[config.mk]
export PLATFORM = sky130hd
export DESIGN_NAME = writeback_top
export DESIGN_NICKNAME = d
export VERILOG_FILES = /design/src/design/cdb_pkg.sv /design/src/design/writeback_top.sv /design/src/design/cdb_arbiter.sv /design/src/design/cdb_slot.sv /design/src/design/csr_unit.sv /design/src/design/scalu.sv
export SDC_FILE = /design/constraint.sdc
export NUM_CORES = 2
export LEC_CHECK = 0
export ABC_AREA = 1
export BUFFER_PORTS_ARGS = -buffer_cell sky130_fd_sc_hd__buf_4
export CAP_MARGIN = 20
export CORE_UTILIZATION = 45
export CTS_BUF_LIST = sky130_fd_sc_hd__clkbuf_16
export CTS_CLUSTER_DIAMETER = 120
export DETAILED_ROUTE_END_ITERATION = 6
export GPL_TIMING_DRIVEN = 1
export PLACE_DENSITY = 0.68
export SYNTH_ARGS = -nofsm -noshare
export SYNTH_HDL_FRONTEND = slang
export SYNTH_SLANG_ARGS = --single-unit
[constraint.sdc]
create_clock -name clk -period 5.3 [get_ports clk]
set_input_delay 0.265 -clock clk [delete_from_list [all_inputs] [get_ports clk]]
set_output_delay 0.265 -clock clk [all_outputs]
set_load 0.02 [all_outputs]
[src/design/cdb_pkg.sv]
/* common data bus types */
package cdb_pkg;

  localparam int XLEN     = 32;
  localparam int ROBID_W  = 7;
  localparam int RD_W     = 6;
  localparam int ECAUSE_W = 5;

  // slots behind rename, in priority order
  localparam int NUM_SLOTS = 5;

  // causes raised inside the writeback stage
  localparam logic [ECAUSE_W-1:0] ECAUSE_OVERFLOW    = 5'd1;
  localparam logic [ECAUSE_W-1:0] ECAUSE_ILLEGAL_CSR = 5'd2;

  typedef enum logic [2:0] {
    ADD,
    SUB,
    AND,
    OR,
    XOR,
    SLT,
    SLL,
    SRL
  } alu_op_e;

  typedef struct packed {
    logic                error;
    logic [ECAUSE_W-1:0] ecause;
    logic [ROBID_W-1:0]  robid;
    logic [RD_W-1:0]     rd;
    logic [XLEN-1:0]     result;
  } cdb_pkt_t;

  // rename result is word aligned, low two bits implied
  typedef struct packed {
    logic [ROBID_W-1:0] robid;
    logic [RD_W-2:0]    rd;
    logic [XLEN-3:0]    addr;
  } rename_pkt_t;

  typedef struct packed {
    alu_op_e            op;
    logic [ROBID_W-1:0] robid;
    logic [RD_W-1:0]    rd;
    logic [XLEN-1:0]    a;
    logic [XLEN-1:0]    b;
  } alu_issue_t;

  typedef struct packed {
    logic               write;
    logic [7:0]         addr;
    logic [XLEN-1:0]    wdata;
    logic [ROBID_W-1:0] robid;
    logic [RD_W-1:0]    rd;
  } csr_issue_t;

endpackage
[src/design/writeback_top.sv]
/* writeback stage top */
module writeback_top
  import cdb_pkg::*;
#(
  parameter int NUM_CSR = 4
) (
  input  logic        clk,
  input  logic        rst_n,
  input  logic        flush,
  input  logic        rename_valid,
  input  rename_pkt_t rename_pkt,
  input  logic        alu0_valid,
  input  alu_issue_t  alu0_issue,
  output logic        alu0_stall,
  input  logic        alu1_valid,
  input  alu_issue_t  alu1_issue,
  output logic        alu1_stall,
  input  logic        csr_valid,
  input  csr_issue_t  csr_issue,
  input  logic        mc0_valid,
  input  cdb_pkt_t    mc0_pkt,
  output logic        mc0_stall,
  input  logic        mc1_valid,
  input  cdb_pkt_t    mc1_pkt,
  output logic        mc1_stall,
  input  logic        lsq_valid,
  input  cdb_pkt_t    lsq_pkt,
  output logic        lsq_stall,
  output logic        cdb_valid,
  output cdb_pkt_t    cdb_pkt
);

  // slot order doubles as priority
  localparam int SLOT_LSQ  = 0;
  localparam int SLOT_MC0  = 1;
  localparam int SLOT_MC1  = 2;
  localparam int SLOT_ALU0 = 3;
  localparam int SLOT_ALU1 = 4;

  logic [NUM_SLOTS-1:0] in_valid;
  logic [NUM_SLOTS-1:0] slot_valid;
  logic [NUM_SLOTS-1:0] slot_stall;
  logic [NUM_SLOTS-1:0] grant;
  cdb_pkt_t             in_pkt   [NUM_SLOTS];
  cdb_pkt_t             slot_pkt [NUM_SLOTS];
  cdb_pkt_t             alu0_pkt;
  cdb_pkt_t             alu1_pkt;
  cdb_pkt_t             csr_pkt;
  logic                 csr_accept;

  scalu u_alu0 (.issue(alu0_issue), .pkt(alu0_pkt));
  scalu u_alu1 (.issue(alu1_issue), .pkt(alu1_pkt));

  // CSR shares the alu0 slot and its stall
  assign csr_accept = csr_valid && !slot_stall[SLOT_ALU0];

  csr_unit #(.NUM_CSR(NUM_CSR)) u_csr (
    .clk   (clk),
    .rst_n (rst_n),
    .flush (flush),
    .accept(csr_accept),
    .issue (csr_issue),
    .pkt   (csr_pkt)
  );

  assign in_valid[SLOT_LSQ]  = lsq_valid;
  assign in_valid[SLOT_MC0]  = mc0_valid;
  assign in_valid[SLOT_MC1]  = mc1_valid;
  assign in_valid[SLOT_ALU0] = alu0_valid || csr_valid;
  assign in_valid[SLOT_ALU1] = alu1_valid;

  assign in_pkt[SLOT_LSQ]  = lsq_pkt;
  assign in_pkt[SLOT_MC0]  = mc0_pkt;
  assign in_pkt[SLOT_MC1]  = mc1_pkt;
  assign in_pkt[SLOT_ALU0] = csr_valid ? csr_pkt : alu0_pkt;
  assign in_pkt[SLOT_ALU1] = alu1_pkt;

  for (genvar i = 0; i < NUM_SLOTS; i++) begin : g_slot
    cdb_slot u_slot (
      .clk     (clk),
      .rst_n   (rst_n),
      .flush   (flush),
      .in_valid(in_valid[i]),
      .in_pkt  (in_pkt[i]),
      .grant   (grant[i]),
      .valid   (slot_valid[i]),
      .pkt     (slot_pkt[i]),
      .stall   (slot_stall[i])
    );
  end

  cdb_arbiter u_arb (
    .clk         (clk),
    .rst_n       (rst_n),
    .flush       (flush),
    .rename_valid(rename_valid),
    .rename_pkt  (rename_pkt),
    .slot_valid  (slot_valid),
    .slot_pkt    (slot_pkt),
    .grant       (grant),
    .cdb_valid   (cdb_valid),
    .cdb_pkt     (cdb_pkt)
  );

  assign lsq_stall  = slot_stall[SLOT_LSQ];
  assign mc0_stall  = slot_stall[SLOT_MC0];
  assign mc1_stall  = slot_stall[SLOT_MC1];
  assign alu0_stall = slot_stall[SLOT_ALU0];
  assign alu1_stall = slot_stall[SLOT_ALU1];

endmodule

[src/design/cdb_arbiter.sv]
/* common data bus arbiter */
module cdb_arbiter
  import cdb_pkg::*;
(
  input  logic                 clk,
  input  logic                 rst_n,
  input  logic                 flush,
  input  logic                 rename_valid,
  input  rename_pkt_t          rename_pkt,
  input  logic [NUM_SLOTS-1:0] slot_valid,
  input  cdb_pkt_t             slot_pkt [NUM_SLOTS],
  output logic [NUM_SLOTS-1:0] grant,
  output logic                 cdb_valid,
  output cdb_pkt_t             cdb_pkt
);

  logic        rename_valid_q;
  rename_pkt_t rename_pkt_q;
  cdb_pkt_t    rename_cdb;

  // rename never stalls, so it is captured every edge
  always_ff @(posedge clk) begin
    if (!rst_n || flush) begin
      rename_valid_q <= 1'b0;
    end else begin
      rename_valid_q <= rename_valid;
    end
  end

  always_ff @(posedge clk) begin
    rename_pkt_q <= rename_pkt;
  end

  always_comb begin
    rename_cdb.error  = 1'b0;
    rename_cdb.ecause = '0;
    rename_cdb.robid  = rename_pkt_q.robid;
    rename_cdb.rd     = {1'b0, rename_pkt_q.rd};
    rename_cdb.result = {rename_pkt_q.addr, 2'b00};
  end

  always_comb begin
    grant     = '0;
    cdb_valid = 1'b0;
    cdb_pkt   = '0;
    if (rename_valid_q) begin
      cdb_valid = 1'b1;
      cdb_pkt   = rename_cdb;
    end else begin
      // scan from lowest priority so slot 0 lands last
      for (int i = NUM_SLOTS - 1; i >= 0; i--) begin
        if (slot_valid[i]) begin
          grant     = '0;
          grant[i]  = 1'b1;
          cdb_valid = 1'b1;
          cdb_pkt   = slot_pkt[i];
        end
      end
    end
  end

endmodule

[src/design/cdb_slot.sv]
/* writeback slot register */
module cdb_slot
  import cdb_pkg::*;
(
  input  logic     clk,
  input  logic     rst_n,
  input  logic     flush,
  input  logic     in_valid,
  input  cdb_pkt_t in_pkt,
  input  logic     grant,
  output logic     valid,
  output cdb_pkt_t pkt,
  output logic     stall
);

  // waiting entry that lost arbitration this cycle
  assign stall = valid && !grant;

  always_ff @(posedge clk) begin
    if (!rst_n || flush) begin
      valid <= 1'b0;
    end else if (!stall) begin
      valid <= in_valid;
    end
  end

  always_ff @(posedge clk) begin
    if (!stall) begin
      pkt <= in_pkt;
    end
  end

endmodule

[src/design/csr_unit.sv]
/* small CSR register file */
module csr_unit
  import cdb_pkg::*;
#(
  parameter int NUM_CSR = 4
) (
  input  logic       clk,
  input  logic       rst_n,
  input  logic       flush,
  input  logic       accept,
  input  csr_issue_t issue,
  output cdb_pkt_t   pkt
);

  localparam int IDX_W = (NUM_CSR > 1) ? $clog2(NUM_CSR) : 1;

  logic [XLEN-1:0]  csr_q [NUM_CSR];
  logic             legal;
  logic [IDX_W-1:0] idx;

  assign legal = (issue.addr < NUM_CSR);
  assign idx   = issue.addr[IDX_W-1:0];

  // read returns the value before any write at this edge
  always_comb begin
    pkt.robid  = issue.robid;
    pkt.rd     = issue.rd;
    pkt.error  = !legal;
    pkt.ecause = legal ? '0 : ECAUSE_ILLEGAL_CSR;
    pkt.result = legal ? csr_q[idx] : '0;
  end

  always_ff @(posedge clk) begin
    if (!rst_n) begin
      for (int i = 0; i < NUM_CSR; i++) begin
        csr_q[i] <= '0;
      end
    end else if (accept && issue.write && legal && !flush) begin
      csr_q[idx] <= issue.wdata;
    end
  end

endmodule

[src/design/scalu.sv]
/* single-cycle scalar ALU */
module scalu
  import cdb_pkg::*;
(
  input  alu_issue_t issue,
  output cdb_pkt_t   pkt
);

  logic [XLEN-1:0] sum;
  logic [XLEN-1:0] diff;
  logic            add_ovf;
  logic            sub_ovf;
  logic [4:0]      shamt;

  assign sum   = issue.a + issue.b;
  assign diff  = issue.a - issue.b;
  assign shamt = issue.b[4:0];

  // same-sign operands, result sign flipped
  assign add_ovf = (issue.a[XLEN-1] == issue.b[XLEN-1]) &&
                   (sum[XLEN-1] != issue.a[XLEN-1]);
  // opposite signs for subtract
  assign sub_ovf = (issue.a[XLEN-1] != issue.b[XLEN-1]) &&
                   (diff[XLEN-1] != issue.a[XLEN-1]);

  always_comb begin
    pkt.error  = 1'b0;
    pkt.ecause = '0;
    pkt.robid  = issue.robid;
    pkt.rd     = issue.rd;
    pkt.result = '0;
    case (issue.op)
      ADD: begin
        pkt.result = sum;
        if (add_ovf) begin
          pkt.error  = 1'b1;
          pkt.ecause = ECAUSE_OVERFLOW;
        end
      end
      SUB: begin
        pkt.result = diff;
        if (sub_ovf) begin
          pkt.error  = 1'b1;
          pkt.ecause = ECAUSE_OVERFLOW;
        end
      end
      AND: pkt.result = issue.a & issue.b;
      OR:  pkt.result = issue.a | issue.b;
      XOR: pkt.result = issue.a ^ issue.b;
      SLT: pkt.result = {{(XLEN-1){1'b0}}, $signed(issue.a) < $signed(issue.b)};
      SLL: pkt.result = issue.a << shamt;
      SRL: pkt.result = issue.a >> shamt;
      default: pkt.result = '0;
    endcase
  end

endmodule

# Yosys cells after proc, flatten, opt, wreduce, memory -nomap -nowiden
# Memories as Yosys holds them, arrays and structs flattened.
# Cells that the tools add are included.
# totals
reg_bits,303
latchBits,0
ram_bits,128
romBits,0
output_inout_bits,57
elab_cells,137
n_memories,1
# memory_table
memory,words,width,rd,rd_clocked_by_memory_dff,write_ports,line_no,rtl
u_csr.csr_q,4,32,1,0,4,csr_unit.sv:17,logic [XLEN-1:0] csr_q [NUM_CSR];
# classes
addsub,4
mul,0
n_div,0
n_lt_le_gt_ge,3
n_eq_ne,22
shift,4
muxes,36
bitwise,6
reduce_logical,27
# ops
op,n
case mux 32 bit (8 select lines),2
2-to-1 mux 51 bit,7
adder 32 bit,2
AND 32 bit,2
< comparator 32 bit,2
2-to-1 mux 32 bit,2
OR 32 bit,2
left shift 32 x 5 -> 32 bit,2
>> shifter 32 x 5 -> 32 bit,2
subtractor 32 bit,2
bitwise XOR 32 bit,2
OR reduction 32 bit,1
2-to-1 mux 5 bit,6
equality test 3 bit (second input constant),8
2-to-1 mux 6 bit,4
case mux 6 bit (2 select lines),2
logical AND 1 bit,13
equality test 3 x 2 -> 1 bit (second input constant),4
2-to-1 mux 1 bit,11
zero test 1 bit,9
< comparator 8 x 3 -> 1 bit (second input constant),1
equality test 3 x 1 -> 1 bit (second input constant),2
zero test 3 bit,2
inequality test 1 bit,6
3 further kinds,6

# Logic depth before layout (Yosys ltp)
# depth
depth_word,18
ltp_mapped,22

# Modules after synthesis
# A second synthesis with hierarchy kept.
# unflattened
hier_cells,5517
area_unflattened_um2,37284.5
# modules_own_cells
module,instances,cells_each,area_per_inst_um2,seq_area_each_um2
scalu at u_alu0,1,1893,9587.9,0.0
scalu at u_alu1,1,1889,9311.4,0.0
cdb_slot,5,59,1585.3,1551.5
csr_unit,1,523,5823.1,3843.7
cdb_arbiter,1,750,3863.7,860.8
writeback_top,1,167,772.0,0.0

# Least setup slack after synthesis
# OpenSTA, ideal clock, no wires.
# synth_path
kind,register to register
start,register g_slot[0].u_slot.valid
end,"memory u_csr.csr_q[3][0], enable pin"
setup_ns,0.470
arrival_time_ns,4.236
t_required_ns,4.830
path_slack_ns,0.594
stages_incl_launch_ff,9
path_buffers,1
synth_period_minus_slack_ns,4.706
path_cell_list,dfxtp_1 > buf_4 > nor2_4 > inv_2 > nor2_4 > inv_2 > o21ai_4 > nand2_1 > o31ai_1
# synth_rtl
item,line_no,rtl
"start, declared",cdb_slot.sv:11,"output logic valid,"
"start signal, assigned",cdb_slot.sv:23,valid <= in_valid;
"end, declared",csr_unit.sv:17,

==> flow_summary_export.csv <==
group,metric,value,unit
synth,syn-cell-area,35300,sq um
synth,ys_warn_count,0,
clock_tree,cts.repair.resized,0,
finish,multiInputGateArea,19700,sq um
run,max_cap_viol_count,0,
detailed_routing,wire_per_inst,27.6,um
clock_tree,cts_tree,"built",
place,dpl.hpwl,140000,um
synth,synth_area_leader_cell,"edfxtp_1",
finish,fin_nets,6347,
place,dpl.cell_count,6463,
global_routing,antenna_found_initial,9,
worst_setup_path,cp-end-kind,"primary output",
synth,synth_top_area_share,31.9,%
power,power.leakage,20.4,nW
floorplan,die_h,282,um
finish,post_layout_nonfiller_instances,6811,
worst_setup_path,r2r-start,"g_slot[0].u_slot.valid",
detailed_routing,ant_nets,0,
worst_setup_path,crit_end,"cdb_pkt[3]",
global_routing,grt_use_total,46.1,%
synth,syn_avg_cell_area,6.84,sq um
synth,ys.flop_type,"edfxtp_1",
synth,yosysUniqueCellTypes,62,
detailed_routing,drcViolationCount,2,
timing,rsz0062_at_grt,"false",
synth,synth-seq-cells,423,
clock_tree,cts.clk_slew.worst_paths,60,ps
detailed_routing,vias,40615,
floorplan,die_w,282,um
synth,seq_area_frac_synth,34.6,%
worst_setup_path,start_kind,"flop",
run_status,status,"finished, violations left",
synth,postSynthCellCount,5164,
floorplan,fp.coreArea,77600,sq um
place,gp_congestion,1.14,
place,place_area,39400,sq um
detailed_routing,wl,188000,um
synth,synthTopCellsByArea,"edfxtp_1 (32%), nand2_1 (14%), nand3_1 (9.2%)",
worst_setup_path,slowest_stage,"inv_2",
clock_tree,ctsHoldBuffers,255,
timing,slew_violations,0,
global_routing,first_global_vias,38700,
detailed_routing,drtPass1Iterations,7,
clock_tree,cts-htree-levels,2,
worst_setup_path,critPathMaxStageDelay,660,ps
power,power.density,249,nW/um^2
worst_setup_path,worst_path_most_repeated_cell,"buf_4",
timing,period_needed,3740,ps
detailed_routing,drt_iter0_drc,4818,
run_status,violations,"DRC",
global_routing,grt_max_degree,80,
timing,whs,11.4,ps
finish,synthToLayoutAreaGrowth,23.6,%
clock_tree,cts-buffers-inserted,48,
worst_setup_path,cp.arrival,3470,ps
timing,fin_crit_sh,70.6,%
worst_setup_path,crit_chain,"inv_2 -> buf_4 -> nand3_1 -> a31o_2 -> a21oi_1 -> buf_4",
finish,n_fill_cell,7474,
timing,worst_pin_slew,1120,ps
floorplan,rows,102,
floorplan,start_util,45.5,%
synth,synth-edff-count,375,
clock_tree,clkLatencyLatePin,630,ps
worst_setup_path,crit_fanout,29,
finish,seqCellArea,12200,sq um
finish,final_area,43600,sq um
place,port_buffers,475,
floorplan,io_pins,476,
min_path,hp-class,"input pin to flop",
timing,setup_tns,0,ps
finish,fin_util,56.2,%
timing,hold_viol,0,
finish,drive_gt1_share,12.3,%
power,ir_drop,0.000232,V
worst_setup_path,crit_required,5040,ps
worst_setup_path,reg2reg_slack,2230,ps
clock_tree,cts_root_buffer,"clkbuf_16",
timing,max_freq,267,MHz
detailed_routing,post_drt_via_cell_ratio,5.96,
synth,syn_nets,5781,
global_routing,grt_pass1_wl,263000,um
synth,async_flop_share,0,%
worst_setup_path,crit_type,"flop to primary output",
timing,slew-limit-headroom,25.2,%
clock_tree,cts_buffer_depth,3,
timing,final.setup_skew,33.7,ps
worst_setup_path,r2r-end,"u_csr.csr_q[3][12]",
floorplan,die-area,79600,sq um
clock_tree,cts_sinks,423,
worst_setup_path,critPathLaunch,"g_slot[2].u_slot.valid",
clock_tree,post-cts-setup-buffers,0,
global_routing,overflow,0,
worst_setup_path,reg2regPathDepth,9,
timing,setup_viol,0,
## layer usage
metal	track usage [%]	share of wire, %
met1	53.0	36
met2	71.9	44
met3	11.4	10
met4	39.8	9.9
met5	0	0.043
## where the power goes
group	switching [W]	internal, W
logic	0.00223	0.00106
registers	0.000137	0.00387
clock network	0.00153	0.00202
total	0.00390	0.00695
## cells in the final DEF, fill, tap and decap left out, drive strengths merged, types with 25 or more instances in the layout
cell type | Yosys | layout
nand2 | 1307 | 1307
nand3 | 654 | 654
inv | 584 | 595
nor2 | 591 | 591
buf | 135 | 529
edfxtp | 375 | 375
o21ai | 361 | 361
a21oi | 309 | 309
dlygate4sd3 | 0 | 255
ha | 194 | 194
nor3 | 76 | 76
o211ai | 61 | 61
o22ai | 61 | 61
clkbuf | 134 | 51
dfxtp | 48 | 48
nand4 | 46 | 46
a31o | 39 | 39
and2 | 25 | 25
## worst min-delay path by stage
| stage | slack (ps) | cells after the start | end | startpoint |
|---|---|---|---|---|
| after floorplan | 290 | 0 | u_arb.rename_cdb[10] | rename_pkt[8] |
| after global placement | 370 | 1 | u_arb.rename_cdb[16] | rename_pkt[14] |
| after detailed placement | 370 | 1 | u_arb.rename_cdb[13] | rename_pkt[11] |
| after CTS | 1 | 3 | u_csr.csr_q[2][26] | csr_issue[39] |
| after global routing | 20 | 3 | u_csr.csr_q[3][16] | csr_issue[29] |
| final | 10 | 3 | u_csr.csr_q[3][10] | csr_issue[23] |
## Yosys cell counts (all sizes together), types with 11 or more instances
| cell | number |
|---|---|
| o211ai | 61 |
| nand2 | 1307 |
| nand4 | 46 |
| o21bai | 16 |
| and2 | 25 |
| xor2 | 15 |
| nor2 | 591 |
| o22ai | 61 |
| ha | 194 |
| clkbuf | 134 |
| o21ai | 361 |
| edfxtp | 375 |
| buf | 135 |
| a21oi | 309 |
| a31oi | 13 |
| o21a | 11 |
| inv | 584 |
| nand3 | 654 |
| nor3 | 76 |
| a221oi | 16 |
| dfxtp | 48 |
| or2 | 13 |
| a31o | 39 |
## registers in the layout, summed over array words and instances, names as in the netlist
register	cells
g_slot.u_slot.valid	5
u_arb.rename_valid_q	1
u_arb.rename_cdb	42
u_csr.csr_q	128
g_slot.u_slot.pkt	247
## area by class of cell
| cell class | instances | share of cell area (%) |
|---|---|---|
| multi-input combinational | 3886 | 45.1 |
| sequential | 423 | 28.0 |
| timing repair buffer | 785 | 15.0 |
| inverter | 586 | 5.05 |
| tap | 1040 | 2.98 |
| clock buffer | 50 | 2.87 |
| clock inverter | 38 | 0.944 |
| antenna | 3 | 0.0172 |
## stage by stage
step           setup slack, ps  power, W
3_3_place_gp              1680   0.00701
4_1_cts                   1750    0.0107
6_report                  1560    0.0108
5_1_grt                   1650    0.0112
3_5_place_dp              1680   0.00701
2_1_floorplan              594   0.00567
## cell families after synthesis
logic type                 Yosys count  synth area share (%)
and+or+nand+nor                   2729                  32.6
adders and majority gates          198                  7.10
muxes                               10                 0.284
buffers and inverters              855                  9.77
DFF                                423                  34.6
AOI/OAI and AO/OA                  932                  15.2
xor gates and xnor gates            17                 0.422
## critical path, delay by kind of cell (launching register included)
kind | cells | cell delay (ps)
buffers and inverters | 3 | 1400
DFF | 1 | 570
and+or+nand+nor | 1 | 130
AOI/OAI and AO/OA | 2 | 750
Note: power is estimated with default switching activity, not from simulation.
